## src/rtl/cce_ucode.mem

```
// Boot microcode image: one 32-bit instruction per line in binary, word 0 first
0001_0000_0000_0000_0000_0000_0000_0001
0010_1010_0101_1111_0000_0000_0001_0010
0011_1100_0000_1111_0000_0000_1010_0011
0100_1000_0000_0001_1111_1111_0000_0100
0101_1110_0111_0111_1010_0000_0110_0101
0110_0001_0010_0011_1000_1000_0000_0110
0111_1111_0000_0000_1100_0100_1110_0111
1000_1011_1010_1101_1111_0000_0000_1000
1001_0000_1111_0001_1110_0010_1101_1001
1010_0011_1100_0011_1100_0011_0000_1010
1011_0000_0000_1011_0000_1011_0001_1011
1100_0110_1101_0111_1110_1000_1111_1100
1101_0001_0000_0010_0000_0011_0000_0100
1110_0101_1010_0101_1010_0101_0101_1101
1111_0000_1111_0000_1111_0000_1111_1110
0000_1111_1110_1101_1100_1011_1010_1111

```

## src/rtl/cfg_pkg.sv

```systemverilog
// ====================================================================
// Shared sizes, configuration address map, modes and command formats
// for the boot configuration subsystem
// ====================================================================
package cfg_pkg;

  // Default sizes, overridden through module parameters at the top
  localparam int num_cores_gp     = 4;
  localparam int ucode_els_gp     = 16;
  localparam int inst_width_gp    = 32;
  localparam int max_credits_gp   = 4;
  localparam int dword_width_gp   = 64;
  localparam int cfg_addr_width_gp = 16;
  localparam int core_id_width_gp = $clog2(num_cores_gp);

  // ====================================================================
  // Address map
  // ====================================================================
  localparam logic [cfg_addr_width_gp-1:0] cfg_reg_reset_gp       = 16'h0001;
  localparam logic [cfg_addr_width_gp-1:0] cfg_reg_freeze_gp      = 16'h0002;
  localparam logic [cfg_addr_width_gp-1:0] cfg_reg_icache_mode_gp = 16'h0003;
  localparam logic [cfg_addr_width_gp-1:0] cfg_reg_dcache_mode_gp = 16'h0004;
  localparam logic [cfg_addr_width_gp-1:0] cfg_reg_cce_mode_gp    = 16'h0005;
  localparam logic [cfg_addr_width_gp-1:0] cfg_mem_base_ucode_gp  = 16'h8000; // Word k at base+k

  typedef enum logic {
    e_lce_mode_uncached = 1'b0,
    e_lce_mode_normal   = 1'b1
  } lce_mode_e;

  typedef enum logic {
    e_cce_mode_uncached = 1'b0,
    e_cce_mode_normal   = 1'b1
  } cce_mode_e;

  // Data word seen as a microcode instruction or as a register value
  typedef union packed {
    struct packed {
      logic [dword_width_gp-inst_width_gp-1:0] pad;
      logic [inst_width_gp-1:0]                inst;
    } ucode;
    struct packed {
      logic [dword_width_gp-2:0] pad;
      logic                      flag;  // Flag or mode bit
    } regval;
  } cfg_data_u;

  typedef struct packed {
    logic [core_id_width_gp-1:0]  core_id;
    logic [cfg_addr_width_gp-1:0] addr;
    cfg_data_u                    data;
  } cfg_cmd_s;

endpackage

```

## src/rtl/cfg_cmd_if.sv

```systemverilog
// ====================================================================
// Configuration command channel, valid/ready handshake
// Loader drives valid and cmd, fabric returns ready
// ====================================================================
interface cfg_cmd_if;

  logic             valid;
  logic             ready;
  cfg_pkg::cfg_cmd_s cmd;

  modport loader (
    output valid,
    output cmd,
    input  ready
  );

  modport fabric (
    input  valid,
    input  cmd,
    output ready
  );

endinterface

```

## src/rtl/cfg_loader.sv

```systemverilog
// ====================================================================
// Boot sequencer that walks every core through the configuration
// phases with credit-limited writes and raises done_o once all are acked
// ====================================================================
module cfg_loader #(
  parameter int num_cores_p   = cfg_pkg::num_cores_gp,
  parameter int ucode_els_p   = cfg_pkg::ucode_els_gp,
  parameter int max_credits_p = cfg_pkg::max_credits_gp,
  parameter     ucode_file_p  = "/design/src/rtl/cce_ucode.mem",
  localparam int ucode_addr_w_lp = $clog2(ucode_els_p),
  localparam int credit_w_lp     = $clog2(max_credits_p + 1)
) (
  input  logic      clk_i,
  input  logic      reset_i,
  cfg_cmd_if.loader cmd,
  input  logic      resp_v_i,
  output logic      done_o
);

  localparam logic [3:0] s_init          = 4'd0;
  localparam logic [3:0] s_reset_set     = 4'd1;
  localparam logic [3:0] s_freeze_set    = 4'd2;
  localparam logic [3:0] s_reset_clr     = 4'd3;
  localparam logic [3:0] s_ucode         = 4'd4;
  localparam logic [3:0] s_icache_normal = 4'd5;
  localparam logic [3:0] s_dcache_normal = 4'd6;
  localparam logic [3:0] s_drain_cce     = 4'd7;
  localparam logic [3:0] s_cce_normal    = 4'd8;
  localparam logic [3:0] s_freeze_clr    = 4'd9;
  localparam logic [3:0] s_drain_done    = 4'd10;
  localparam logic [3:0] s_done          = 4'd11;

  logic [cfg_pkg::inst_width_gp-1:0] ucode_rom [ucode_els_p];

  initial $readmemb(ucode_file_p, ucode_rom);

  logic [3:0]                           state_r, state_n;
  logic [cfg_pkg::core_id_width_gp-1:0] core_cnt_r;
  logic [ucode_addr_w_lp-1:0]           ucode_cnt_r;
  logic [credit_w_lp-1:0]               credit_cnt_r;
  logic                                 send_v, xfer;
  logic                                 core_last, ucode_last, phase_last;
  logic                                 credits_full, credits_empty;
  cfg_pkg::cfg_cmd_s                    cmd_n;

  assign xfer          = cmd.valid & cmd.ready;
  assign credits_full  = (credit_cnt_r == credit_w_lp'(max_credits_p));
  assign credits_empty = (credit_cnt_r == '0);
  assign core_last     = (core_cnt_r == cfg_pkg::core_id_width_gp'(num_cores_p - 1));
  assign ucode_last    = (ucode_cnt_r == ucode_addr_w_lp'(ucode_els_p - 1));
  assign phase_last    = core_last & ((state_r != s_ucode) | ucode_last);

  assign cmd.valid = send_v & ~credits_full;
  assign cmd.cmd   = cmd_n;
  assign done_o    = (state_r == s_done);

  // ====================================================================
  // Phase FSM and command formation
  // ====================================================================
  always_comb begin
    state_n = state_r;
    send_v  = 1'b0;
    cmd_n   = '0;
    cmd_n.core_id = core_cnt_r;
    case (state_r)
      s_init: state_n = s_reset_set;
      s_reset_set: begin
        send_v = 1'b1;
        cmd_n.addr = cfg_pkg::cfg_reg_reset_gp;
        cmd_n.data.regval.flag = 1'b1;
        if (xfer && phase_last) state_n = s_freeze_set;
      end
      s_freeze_set: begin
        send_v = 1'b1;
        cmd_n.addr = cfg_pkg::cfg_reg_freeze_gp;
        cmd_n.data.regval.flag = 1'b1;
        if (xfer && phase_last) state_n = s_reset_clr;
      end
      s_reset_clr: begin
        send_v = 1'b1;
        cmd_n.addr = cfg_pkg::cfg_reg_reset_gp;
        if (xfer && phase_last) state_n = s_ucode;
      end
      s_ucode: begin
        send_v = 1'b1;
        cmd_n.addr = cfg_pkg::cfg_mem_base_ucode_gp
                     + cfg_pkg::cfg_addr_width_gp'(ucode_cnt_r);
        cmd_n.data.ucode.inst = ucode_rom[ucode_cnt_r];
        if (xfer && phase_last) state_n = s_icache_normal;
      end
      s_icache_normal: begin
        send_v = 1'b1;
        cmd_n.addr = cfg_pkg::cfg_reg_icache_mode_gp;
        cmd_n.data.regval.flag = cfg_pkg::e_lce_mode_normal;
        if (xfer && phase_last) state_n = s_dcache_normal;
      end
      s_dcache_normal: begin
        send_v = 1'b1;
        cmd_n.addr = cfg_pkg::cfg_reg_dcache_mode_gp;
        cmd_n.data.regval.flag = cfg_pkg::e_lce_mode_normal;
        if (xfer && phase_last) state_n = s_drain_cce;
      end
      s_drain_cce: if (credits_empty) state_n = s_cce_normal; // Caches settled first
      s_cce_normal: begin
        send_v = 1'b1;
        cmd_n.addr = cfg_pkg::cfg_reg_cce_mode_gp;
        cmd_n.data.regval.flag = cfg_pkg::e_cce_mode_normal;
        if (xfer && phase_last) state_n = s_freeze_clr;
      end
      s_freeze_clr: begin
        send_v = 1'b1;
        cmd_n.addr = cfg_pkg::cfg_reg_freeze_gp;
        if (xfer && phase_last) state_n = s_drain_done;
      end
      s_drain_done: if (credits_empty) state_n = s_done;
      s_done: state_n = s_done;
      default: state_n = s_init;
    endcase
  end

  always_ff @(posedge clk_i) begin
    if (reset_i) begin
      state_r     <= s_init;
      core_cnt_r  <= '0;
      ucode_cnt_r <= '0;
    end else begin
      state_r <= state_n;
      if (xfer) begin
        if (state_r == s_ucode) begin
          ucode_cnt_r <= ucode_last ? '0 : ucode_cnt_r + 1'b1;
          if (ucode_last) core_cnt_r <= core_last ? '0 : core_cnt_r + 1'b1;
        end else begin
          core_cnt_r <= core_last ? '0 : core_cnt_r + 1'b1;
        end
      end
    end
  end

  // One credit per write in flight
  always_ff @(posedge clk_i) begin
    if (reset_i) begin
      credit_cnt_r <= '0;
    end else if (xfer && !resp_v_i) begin
      credit_cnt_r <= credit_cnt_r + 1'b1;
    end else if (!xfer && resp_v_i) begin
      credit_cnt_r <= credit_cnt_r - 1'b1;
    end
  end

  a_credit_range: assert property (@(posedge clk_i) disable iff (reset_i)
    !(credits_empty && resp_v_i));

  a_cmd_stable: assert property (@(posedge clk_i) disable iff (reset_i)
    cmd.valid && !cmd.ready |=> cmd.valid && $stable(cmd.cmd));

endmodule

```

## src/rtl/cfg_fabric.sv

```systemverilog
// ====================================================================
// Command router, steers each write to the addressed core and merges
// the per-core acknowledgements into one response strobe
// ====================================================================
module cfg_fabric #(
  parameter int num_cores_p = cfg_pkg::num_cores_gp
) (
  input  logic                   clk_i,
  input  logic                   reset_i,
  cfg_cmd_if.fabric              up,
  output logic [num_cores_p-1:0] tgt_v_o,
  output cfg_pkg::cfg_cmd_s      tgt_cmd_o,
  input  logic [num_cores_p-1:0] tgt_ready_i,
  input  logic [num_cores_p-1:0] ack_v_i,
  output logic                   resp_v_o
);

  logic [num_cores_p-1:0] sel;

  // One-hot target decode
  always_comb begin
    for (int i = 0; i < num_cores_p; i++) begin
      sel[i] = (up.cmd.core_id == cfg_pkg::core_id_width_gp'(i));
    end
  end

  assign tgt_v_o   = sel & {num_cores_p{up.valid}};
  assign tgt_cmd_o = up.cmd;                  // Broadcast, valid qualifies
  assign up.ready  = |(sel & tgt_ready_i);
  assign resp_v_o  = |ack_v_i;

  // Single transfer per cycle keeps acks from colliding
  a_ack_onehot: assert property (@(posedge clk_i) disable iff (reset_i)
    $onehot0(ack_v_i));

endmodule

```

## src/rtl/core_cfg_regs.sv

```systemverilog
// ====================================================================
// Per-core configuration target, holds the control registers and
// forwards microcode writes into the core's microcode RAM
// ====================================================================
module core_cfg_regs #(
  parameter int ucode_els_p = cfg_pkg::ucode_els_gp,
  localparam int ucode_addr_w_lp = $clog2(ucode_els_p)
) (
  input  logic                              clk_i,
  input  logic                              reset_i,
  input  logic                              cmd_v_i,
  input  cfg_pkg::cfg_cmd_s                 cmd_i,
  output logic                              ready_o,
  output logic                              ack_v_o,
  output logic                              core_reset_o,
  output logic                              core_freeze_o,
  output cfg_pkg::lce_mode_e                icache_mode_o,
  output cfg_pkg::lce_mode_e                dcache_mode_o,
  output cfg_pkg::cce_mode_e                cce_mode_o,
  output logic                              ucode_w_v_o,
  output logic [ucode_addr_w_lp-1:0]        ucode_w_addr_o,
  output logic [cfg_pkg::inst_width_gp-1:0] ucode_w_data_o,
  input  logic                              fetch_busy_i
);

  logic [cfg_pkg::cfg_addr_width_gp-1:0] ucode_off;
  logic                                  is_ucode, xfer, flag;

  // Offset into microcode space, wraps for register addresses
  assign ucode_off = cmd_i.addr - cfg_pkg::cfg_mem_base_ucode_gp;
  assign is_ucode  = (ucode_off < cfg_pkg::cfg_addr_width_gp'(ucode_els_p));
  assign flag      = cmd_i.data.regval.flag;

  assign ready_o = ~(fetch_busy_i & is_ucode); // Fetch owns the RAM port
  assign xfer    = cmd_v_i & ready_o;

  assign ucode_w_v_o    = xfer & is_ucode;
  assign ucode_w_addr_o = ucode_off[ucode_addr_w_lp-1:0];
  assign ucode_w_data_o = cmd_i.data.ucode.inst;

  always_ff @(posedge clk_i) begin
    if (reset_i) begin
      ack_v_o       <= 1'b0;
      core_reset_o  <= 1'b1;
      core_freeze_o <= 1'b1;
      icache_mode_o <= cfg_pkg::e_lce_mode_uncached;
      dcache_mode_o <= cfg_pkg::e_lce_mode_uncached;
      cce_mode_o    <= cfg_pkg::e_cce_mode_uncached;
    end else begin
      ack_v_o <= xfer;                        // Every write is acked, even unmapped
      if (xfer && !is_ucode) begin
        case (cmd_i.addr)
          cfg_pkg::cfg_reg_reset_gp:       core_reset_o  <= flag;
          cfg_pkg::cfg_reg_freeze_gp:      core_freeze_o <= flag;
          cfg_pkg::cfg_reg_icache_mode_gp: icache_mode_o <= cfg_pkg::lce_mode_e'(flag);
          cfg_pkg::cfg_reg_dcache_mode_gp: dcache_mode_o <= cfg_pkg::lce_mode_e'(flag);
          cfg_pkg::cfg_reg_cce_mode_gp:    cce_mode_o    <= cfg_pkg::cce_mode_e'(flag);
          default: ;
        endcase
      end
    end
  end

endmodule

```

## src/rtl/cce_ucode_ram.sv

```systemverilog
// ====================================================================
// Coherence engine microcode store, single port with registered read
// Fetch reads take priority over configuration writes
// ====================================================================
module cce_ucode_ram #(
  parameter int ucode_els_p = cfg_pkg::ucode_els_gp,
  localparam int ucode_addr_w_lp = $clog2(ucode_els_p)
) (
  input  logic                              clk_i,
  input  logic                              ucode_w_v_i,
  input  logic [ucode_addr_w_lp-1:0]        ucode_w_addr_i,
  input  logic [cfg_pkg::inst_width_gp-1:0] ucode_w_data_i,
  input  logic                              rd_v_i,
  input  logic [ucode_addr_w_lp-1:0]        rd_addr_i,
  output logic [cfg_pkg::inst_width_gp-1:0] rd_data_o
);

  logic [cfg_pkg::inst_width_gp-1:0] mem [ucode_els_p];

  always_ff @(posedge clk_i) begin
    if (rd_v_i) begin
      rd_data_o <= mem[rd_addr_i];            // Data valid next cycle
    end else if (ucode_w_v_i) begin
      mem[ucode_w_addr_i] <= ucode_w_data_i;
    end
  end

  // Register block holds writes off while a fetch is active
  a_no_rw_collision: assert property (@(posedge clk_i)
    !(ucode_w_v_i && rd_v_i));

endmodule

```

## src/rtl/cfg_subsystem_top.sv

```systemverilog
// ====================================================================
// Boot configuration subsystem, loader and fabric feeding one register
// block and microcode RAM per core; fetch ports are exposed per core
// ====================================================================
module cfg_subsystem_top #(
  parameter int num_cores_p   = cfg_pkg::num_cores_gp,
  parameter int ucode_els_p   = cfg_pkg::ucode_els_gp,
  parameter int max_credits_p = cfg_pkg::max_credits_gp,
  localparam int ucode_addr_w_lp = $clog2(ucode_els_p)
) (
  input  logic                                                clk_i,
  input  logic                                                reset_i,
  output logic                                                done_o,
  output logic [num_cores_p-1:0]                              core_reset_o,
  output logic [num_cores_p-1:0]                              core_freeze_o,
  output logic [num_cores_p-1:0]                              icache_mode_o,
  output logic [num_cores_p-1:0]                              dcache_mode_o,
  output logic [num_cores_p-1:0]                              cce_mode_o,
  input  logic [num_cores_p-1:0]                              ucode_rd_v_i,
  input  logic [num_cores_p-1:0][ucode_addr_w_lp-1:0]         ucode_rd_addr_i,
  output logic [num_cores_p-1:0][cfg_pkg::inst_width_gp-1:0]  ucode_rd_data_o
);

  cfg_cmd_if cmd_if ();

  logic [num_cores_p-1:0] tgt_v, tgt_ready, ack_v;
  logic                   resp_v;
  cfg_pkg::cfg_cmd_s      tgt_cmd;

  cfg_loader #(
    .num_cores_p  (num_cores_p),
    .ucode_els_p  (ucode_els_p),
    .max_credits_p(max_credits_p)
  ) i_cfg_loader (
    .clk_i   (clk_i),
    .reset_i (reset_i),
    .cmd     (cmd_if.loader),
    .resp_v_i(resp_v),
    .done_o  (done_o)
  );

  cfg_fabric #(
    .num_cores_p(num_cores_p)
  ) i_cfg_fabric (
    .clk_i      (clk_i),
    .reset_i    (reset_i),
    .up         (cmd_if.fabric),
    .tgt_v_o    (tgt_v),
    .tgt_cmd_o  (tgt_cmd),
    .tgt_ready_i(tgt_ready),
    .ack_v_i    (ack_v),
    .resp_v_o   (resp_v)
  );

  // ====================================================================
  // Per-core configuration target and microcode store
  // ====================================================================
  for (genvar i = 0; i < num_cores_p; i++) begin : g_core
    logic                              ucode_w_v;
    logic [ucode_addr_w_lp-1:0]        ucode_w_addr;
    logic [cfg_pkg::inst_width_gp-1:0] ucode_w_data;

    core_cfg_regs #(
      .ucode_els_p(ucode_els_p)
    ) i_core_cfg_regs (
      .clk_i         (clk_i),
      .reset_i       (reset_i),
      .cmd_v_i       (tgt_v[i]),
      .cmd_i         (tgt_cmd),
      .ready_o       (tgt_ready[i]),
      .ack_v_o       (ack_v[i]),
      .core_reset_o  (core_reset_o[i]),
      .core_freeze_o (core_freeze_o[i]),
      .icache_mode_o (icache_mode_o[i]),
      .dcache_mode_o (dcache_mode_o[i]),
      .cce_mode_o    (cce_mode_o[i]),
      .ucode_w_v_o   (ucode_w_v),
      .ucode_w_addr_o(ucode_w_addr),
      .ucode_w_data_o(ucode_w_data),
      .fetch_busy_i  (ucode_rd_v_i[i])
    );

    cce_ucode_ram #(
      .ucode_els_p(ucode_els_p)
    ) i_cce_ucode_ram (
      .clk_i         (clk_i),
      .ucode_w_v_i   (ucode_w_v),
      .ucode_w_addr_i(ucode_w_addr),
      .ucode_w_data_i(ucode_w_data),
      .rd_v_i        (ucode_rd_v_i[i]),
      .rd_addr_i     (ucode_rd_addr_i[i]),
      .rd_data_o     (ucode_rd_data_o[i])
    );
  end

endmodule

```

## config.mk

```make
export PLATFORM = sky130hd
export DESIGN_NAME = cfg_subsystem_top
export DESIGN_NICKNAME = d
export VERILOG_FILES = /design/src/rtl/cfg_pkg.sv /design/src/rtl/cfg_cmd_if.sv /design/src/rtl/cfg_loader.sv /design/src/rtl/cfg_fabric.sv /design/src/rtl/core_cfg_regs.sv /design/src/rtl/cce_ucode_ram.sv /design/src/rtl/cfg_subsystem_top.sv
export SDC_FILE = /design/constraint.sdc
export NUM_CORES = 1
export LEC_CHECK = 0
export ABC_AREA = 1
export BUFFER_PORTS_ARGS = -buffer_cell sky130_fd_sc_hd__buf_4
export CAP_MARGIN = 25
export CORE_MARGIN = 2
export CORE_UTILIZATION = 25
export CTS_CLUSTER_SIZE = 24
export DETAILED_ROUTE_END_ITERATION = 7
export GPL_ROUTABILITY_DRIVEN = 0
export PLACE_DENSITY = 0.45
export SETUP_SLACK_MARGIN = 0.3
export SLEW_MARGIN = 10
export SYNTH_ARGS = -nofsm -noshare
export SYNTH_HDL_FRONTEND = slang
export SYNTH_SLANG_ARGS = --single-unit
```

## constraint.sdc

```tcl
create_clock -name clk_i -period 2.73 [get_ports clk_i]
set_input_delay 0.1365 -clock clk_i [delete_from_list [all_inputs] [get_ports clk_i]]
set_output_delay 0.1365 -clock clk_i [all_outputs]
set_load 0.02 [all_outputs]
```

Word level (Yosys, flattened, before mapping)
Memories as Yosys holds them, arrays and structs flattened. A register that Yosys moved wholly into a read port is not among the register bits.
Cells that the tools add are included.
Operators by class
  eq/ne operators: 33
  add/subtract/negate cells: 6
  muxes and demuxes: 33
  $lt $le $gt $ge: 1
  reductions and logical operators: 43
  bitwise gates (word level): 23
Operators with widths (number)
  $pmux W16 S6: 1
  $pmux W4 S12: 1
  $mux W4: 11
  $reduce_and A2 Y1: 22
  $eq A16 B2 Y1 const B: 2
  $eq A16 B3 Y1 const B: 2
  $mux W31: 1
  $ne A2 B1 Y1 const B: 11
  $eq A4 B4 Y1 const B: 5
  $add A16 B4 Y16 const A: 1
  $eq A16 B1 Y1 const B: 1
  $eq A4 B3 Y1 const B: 4
  $lt A16 B5 Y1 const B: 1
  $sub A16 B16 Y16 const B: 1
  $and A1 B1 Y1: 15
  $mux W1: 13
  $reduce_and A10 Y1: 1
  $and A4 B4 Y4: 2
  $eq A4 B2 Y1 const B: 2
  $reduce_or A4 Y1: 2
  $reduce_or A8 Y1: 1
  $logic_and A1 B1 Y1: 7
  $mux W2: 3
  $mux W3: 2
  other kinds (19): 27
Word-level totals
  bits of input ports: 22
  output and inout bits: 149
  RAM bits: 2048
  register bits: 37
  memories: 4
Memory list
  g_core[0].i_cce_ucode_ram.mem: words 16, width 32, rd ports 1, clocked after memory_dff 1, write ports 1, RTL line cce_ucode_ram.sv:18  | logic [cfg_pkg::inst_width_gp-1:0] mem [ucode_els_p];
  g_core[1].i_cce_ucode_ram.mem: words 16, width 32, rd ports 1, clocked after memory_dff 1, write ports 1, RTL line cce_ucode_ram.sv:18
  g_core[2].i_cce_ucode_ram.mem: words 16, width 32, rd ports 1, clocked after memory_dff 1, write ports 1, RTL line cce_ucode_ram.sv:18
  g_core[3].i_cce_ucode_ram.mem: words 16, width 32, rd ports 1, clocked after memory_dff 1, write ports 1, RTL line cce_ucode_ram.sv:18

Longest topological paths before layout
  word-level depth: 14
  depth in mapped cells: 17
  mapped depth without buffers: 17

Cells and area by module
Synthesis repeated with hierarchy kept, for this count alone.
Second synthesis, totals
  cell total of the unflattened synthesis: 9251
  area, all modules: 97285.8 um2
Modules (own cells, without submodules)
  cce_ucode_ram (g_core[0].i_cce_ucode_ram ...): cells each 2124, times used 3, sequential area each 16335.7 um2, area each 23072.1 um2
  cce_ucode_ram (g_core[3].i_cce_ucode_ram): cells each 2122, times used 1, sequential area each 16335.7 um2, area each 23070.9 um2
  core_cfg_regs: cells each 111, times used 4, sequential area each 120.1 um2, area each 705.7 um2
  cfg_loader: cells each 211, times used 1, sequential area each 260.2 um2, area each 1471.4 um2
  cfg_fabric: cells each 102, times used 1, sequential area each 0.0 um2, area each 704.4 um2

Worst setup path before layout
No wires, ideal clock.
  path type: register to register
  start point: register i_cfg_loader.state_r[0]
  end point: register i_cfg_loader.credit_cnt_r[2]
  data arrival time: 2528 ps
  stages on the path, launching flop included: 16
  data required time: 2660 ps
  setup time: 70 ps
  path slack: 133 ps
  path through: dfxtp_1 nor2_2 nand2_2 nand2_4 nor2_4 nor2_8 nand2_4 inv_2 ha_1 inv_1 fa_1 nor2_1 nor2_1 nand2_1 o21ai_0 a21oi_1
Between the ends
  word-level cells in the longest chain between the ends: 13
  elaborated cells on any way between the ends: 32
  those cells by class: 1 x add/sub; 1 x order compare; 8 x eq/ne; 3 x mux; 11 x bitwise; 8 x reduce/logical
RTL lines
  from (decl): RTL line cfg_loader.sv:37  | logic [3:0] state_r, state_n;
  from (signal assigned): RTL line cfg_loader.sv:123  | state_r <= s_init;
  from (signal assigned): RTL line cfg_loader.sv:127  | state_r <= state_n;
  $eq A4 B2 Y1, or another cell as far along: RTL line cfg_loader.sv:65  | case (state_r)
  $reduce_or A2 Y1 (no line)
  $pmux W16 S6: RTL line cfg_loader.sv:65
  $sub A16 B16 Y16: RTL line core_cfg_regs.sv:30  | assign ucode_off = cmd_i.addr - cfg_pkg::cfg_mem_base_ucode_gp;
  $lt A16 B5 Y1: RTL line core_cfg_regs.sv:31  | assign is_ucode = (ucode_off < cfg_pkg::cfg_addr_width_gp'(ucode_els_p));
  $and A1 B1 Y1: RTL line core_cfg_regs.sv:34  | assign ready_o = ~(fetch_busy_i & is_ucode);
  $not A1 Y1: RTL line core_cfg_regs.sv:34
  $and A4 B4 Y4: RTL line cfg_fabric.sv:29  | assign up.ready = |(sel & tgt_ready_i);
  $reduce_or A4 Y1: RTL line cfg_fabric.sv:29
  $and A1 B1 Y1 (*): RTL line cfg_loader.sv:46  | assign xfer = cmd.valid & cmd.ready;
  $logic_not A1 Y1: RTL line cfg_loader.sv:145  | end else if (!xfer && resp_v_i) begin
  $logic_and A1 B1 Y1: RTL line cfg_loader.sv:145
  $reduce_bool A2 Y1 (no line)
  to (signal assigned): RTL line cfg_loader.sv:144  | credit_cnt_r <= credit_cnt_r + 1'b1;
  to (signal assigned): RTL line cfg_loader.sv:146  | credit_cnt_r <= credit_cnt_r - 1'b1;
  to (decl): RTL line cfg_loader.sv:40  | logic [credit_w_lp-1:0] credit_cnt_r;
Mark *: on every way between the ends. The rest lies on a longest branch, timed or not.
A chain may end at the register's enable or synchronous reset.

Worst setup path in the final report
  start point: register i_cfg_loader.state_r[2]
  end point: memory g_core[3].i_cce_ucode_ram.mem[8][0] (netlist name) (enable)
Between the ends
  word-level cells in the longest chain between the ends: 12
  elaborated cells on any way between the ends: 24
  those cells by class: 1 x add/sub; 1 x order compare; 8 x eq/ne; 5 x mux; 6 x bitwise; 3 x reduce/logical
RTL lines
  $eq A4 B2 Y1, or another cell as far along: RTL line cfg_loader.sv:65
  $reduce_or A2 Y1 (no line)
  $pmux W16 S6: RTL line cfg_loader.sv:65
  $sub A16 B16 Y16: RTL line core_cfg_regs.sv:30
  $lt A16 B5 Y1: RTL line core_cfg_regs.sv:31
  $and A1 B1 Y1: RTL line core_cfg_regs.sv:34
  $not A1 Y1: RTL line core_cfg_regs.sv:34
  $and A1 B1 Y1: RTL line core_cfg_regs.sv:35  | assign xfer = cmd_v_i & ready_o;
  $and A1 B1 Y1: RTL line core_cfg_regs.sv:37  | assign ucode_w_v_o = xfer & is_ucode;
  $mux W1: RTL line cce_ucode_ram.sv:23  | end else if (ucode_w_v_i) begin
  $mux W1: RTL line cce_ucode_ram.sv:21  | if (rd_v_i) begin
  $mux W1 (not written as such): RTL line cce_ucode_ram.sv:24  | mem[ucode_w_addr_i] <= ucode_w_data_i;
  to (decl): RTL line cce_ucode_ram.sv:18
Several ways; a longest one is shown, not always the timed one.

==> results.py <==
metrics = {
    "routing": {
        "drt-total-wl_mm": 13.3,
        "drcViolationCount": 0,
        "drtPass1Iterations": 4,
        "wire_per_inst_um": 12.9,
        "num_vias": 3989,
        "drt_iter0_drc": 298,
        "via_per_inst": 3.86,
        "drtAntennaViolNets": 0,
    },
    "critical_path": {
        "worst-path-max-fanout": 6,
        "cp-end-kind": "register",
        "critical_path_class": "reg2reg",
        "cp-start-kind": "register",
        "crit_required_ns": 2.79,
        "critPathArrivalTime_ns": 2.42,
    },
    "final_layout": {
        "area_delta_synth_final_pct": 10.9,
        "fin_nets": 738,
        "post-route-util": 0.284,
        "num-fill-cells": 2552,
        "finalNonFillerCells": 1033,
        "layout-drive-gt1-share": 0.199,
        "num_antenna_cells": 0,
    },
    "synthesis": {
        "ys.flop_type": "edfxtp_1",
        "synth_seq_cells": 105,
        "ys_seq_area_frac": 0.459,
        "synth_top_area_cell": "edfxtp_1",
        "synth_area_per_cell_sq_um": 9.06,
        "netlist_instances": 669,
        "async_flop_share": 0,
        "synth-edff-count": 68,
        "netlist_area_sq_mm": 0.00606,
        "synth.most_common_cell": "buf_4",
        "synth_warnings": 0,
        "yosys-top-cells-area": "edfxtp_1 34%, buf_4 18%, dfxtp_1 12%, nor2_1 7.1%, nand2_1 3.7%",
        "netlist_top_cells_count": "144 x buf_4, 115 x nor2_1, 68 x edfxtp_1, 60 x nand2_1, 47 x inv_1",
        "synth_top_area_share": 0.337,
        "netlist-cell-type-count": 36,
    },
    "power_and_ir_drop": {
        "seqPwrFrac": 0.372,
        "intPower_mw": 3.30,
        "leakagePower_nw": 2.70,
        "combinationalPowerShare": 0.389,
        "power.density_mw_per_mm2": 837,
        "swShare": 0.412,
        "pwr-share-clk": 0.239,
        "max-vdd-ir-drop_mv": 0.575,
        "p_switching_mw": 2.32,
    },
    "clocking": {
        "clockRootBuffer": "clkbuf_16",
        "cts_made_buffers": 9,
        "clockBufferDepth": 2,
        "clk_latency_ns": 0.36,
        "cts_tree": "done",
        "cts_sinks": 105,
        "htreeDepth": 3,
        "clk_pin_slew_worst_paths_ns": 0.08,
    },
    "sta": {
        "period_needed_ns": 2.35,
        "finalSetupTns_ns": 0,
        "drv_slew": 0,
        "hold_viol": 0,
        "rsz0062_at_grt": "true",
        "post-route-period-util": 0.862,
        "setup_viol": 0,
        "maxSlewHeadroom": 0.389,
        "worst_slew_pin_slew_ns": 0.914,
        "fmax_ghz": 0.425,
        "skew_ns": 0.0138,
    },
    "floorplan": {
        "die_y_um": 160,
        "rows": 56,
        "initial_utilization": 0.257,
        "num_io_pins": 171,
        "design.die.area_sq_mm": 0.0255,
        "die_w_um": 160,
        "core_area_sq_mm": 0.0236,
    },
    "outcome": {
        "status": "finished clean",
    },
    "global_route": {
        "antenna_found_initial": 0,
        "grt_first_pass_wirelength_mm": 20.1,
        "overflow": 0,
        "grtUsageTotal": 0.101,
        "grt_max_degree": 73,
        "first_global_vias": 3571,
    },
    "place": {
        "port_buffers": 46,
        "place_inst": 1006,
        "dp_hpwl_mm": 9.36,
    },
    "hold_path": {
        "hold_path.class": "in2reg",
    },
    "flow_run": {
        "drv_cap": 0,
    },
}
==> sequential cells by signal, indices dropped and copies added (netlist names) <==
name / cells
g_core.i_cce_ucode_ram.mem: 64
g_core.i_cce_ucode_ram.rd_data_o: 4
g_core.i_core_cfg_regs.ack_v_o: 4
g_core.i_core_cfg_regs.cce_mode_o: 4
g_core.i_core_cfg_regs.core_freeze_o: 4
g_core.i_core_cfg_regs.core_reset_o: 4
g_core.i_core_cfg_regs.dcache_mode_o: 4
g_core.i_core_cfg_regs.icache_mode_o: 4
i_cfg_loader.core_cnt_r: 2
i_cfg_loader.credit_cnt_r: 3
i_cfg_loader.state_r: 4
i_cfg_loader.ucode_cnt_r: 4
==> layout by cell type (no fill, tap or decap), types with 15 or more instances in the layout <==
cell type,netlist,routed
nor2_1,115,109
nand2_2,2,15
nand3_1,33,29
inv_1,47,47
buf_4,144,56
o21ai_0,32,31
a21oi_1,40,40
conb_1,1,124
edfxtp_1,68,68
dfxtp_1,37,33
nand2_1,60,47
mux2i_1,16,16
==> layer usage <==
layer / GRT usage / up-vias / routed length, um
met2: 0.159 / 98 / 6410
met1: 0.141 / 1863 / 6270
li1: - / 2022 / -
met4: 0.0174 / 0 / 78
met3: 0.0270 / 6 / 526
met5: 0 / - / 0
==> timing repair <==
| item | 4_1_cts | 5_1_grt |
|---|---|---|
| gates resized for setup | 0 | 34 |
| buffers inserted | 0 | 8 |
| hold buffers | 3 | 0 |
| endpoints found under the hold margin | 3 | 0 |
| setup endpoints to repair | 0 | 44 |
==> power by group through the flow <==
stage / Clock, mW / Combinational (mW) / Sequential [mW]
2_1_floorplan: 0 / 1.59 / 2.11
3_3_place_gp: 0 / 1.98 / 2.13
3_5_place_dp: 0 / 1.98 / 2.13
4_1_cts: 1.38 / 1.98 / 2.09
5_1_grt: 1.45 / 2.43 / 2.11
6_report: 1.34 / 2.19 / 2.09
==> worst paths after layout <==
check | from | to | slack, ns | depth (start not counted)
hold reg to reg | g_core[0].i_core_cfg_regs.core_reset_o | g_core[0].i_core_cfg_regs.core_reset_o | 0.47 | 2
setup / recovery | i_cfg_loader.state_r[2] | g_core[3].i_cce_ucode_ram.mem[8][0] | 0.38 | 12
hold / removal | ucode_rd_v_i[0] | g_core[0].i_cce_ucode_ram.rd_data_o[0] | 0.03 | 1
setup reg to reg | i_cfg_loader.state_r[2] | g_core[3].i_cce_ucode_ram.mem[8][0] | 0.38 | 12
==> final cells by class <==
class	count	area, sq um	share of cell area
tap	319	399	0.0594
sequential	105	2790	0.415
clock inverter	7	75.1	0.0112
timing repair buffer	61	490	0.0730
clock buffer	9	225	0.0335
multi-input combinational	478	2530	0.377
inverter	54	208	0.0309
==> cells by family after synthesis <==
group,Yosys count,share of synthesized area
other,1,0.000619
DFF,105,0.459
AOI/OAI and AO/OA,87,0.0785
xor gates and xnor gates,2,0.00289
buffers and inverters,209,0.220
adders and majority gates,7,0.0157
and+or+nand+nor,240,0.193
muxes,18,0.0301
==> worst max-delay path: stages, from the launching register on <==
cell and delay (ns):
dfxtp_2 0.36, inv_1 0.09, nor2_4 0.05, buf_12 0.14, buf_4 0.12, inv_1 0.15, nor2_4 0.08, or2_1 0.27
a21oi_4 0.21, inv_2 0.10, nor2_4 0.16, nand2_2 0.16, nor2_1 0.16
==> per-stage QoR <==
step                hold slack [ns]  power [mW]  cell area [sq um]  setup slack, ns
floorplan                     0.206        3.70               6540            0.318
global placement              0.369        4.11               6190            0.388
finish                       0.0320        5.62               6720            0.375
CTS                         0.00557        5.45               6520            0.321
detailed placement            0.365        4.10               6190            0.345
global route                 0.0145        5.98               6720            0.194
(Power assumes the default switching activity.)
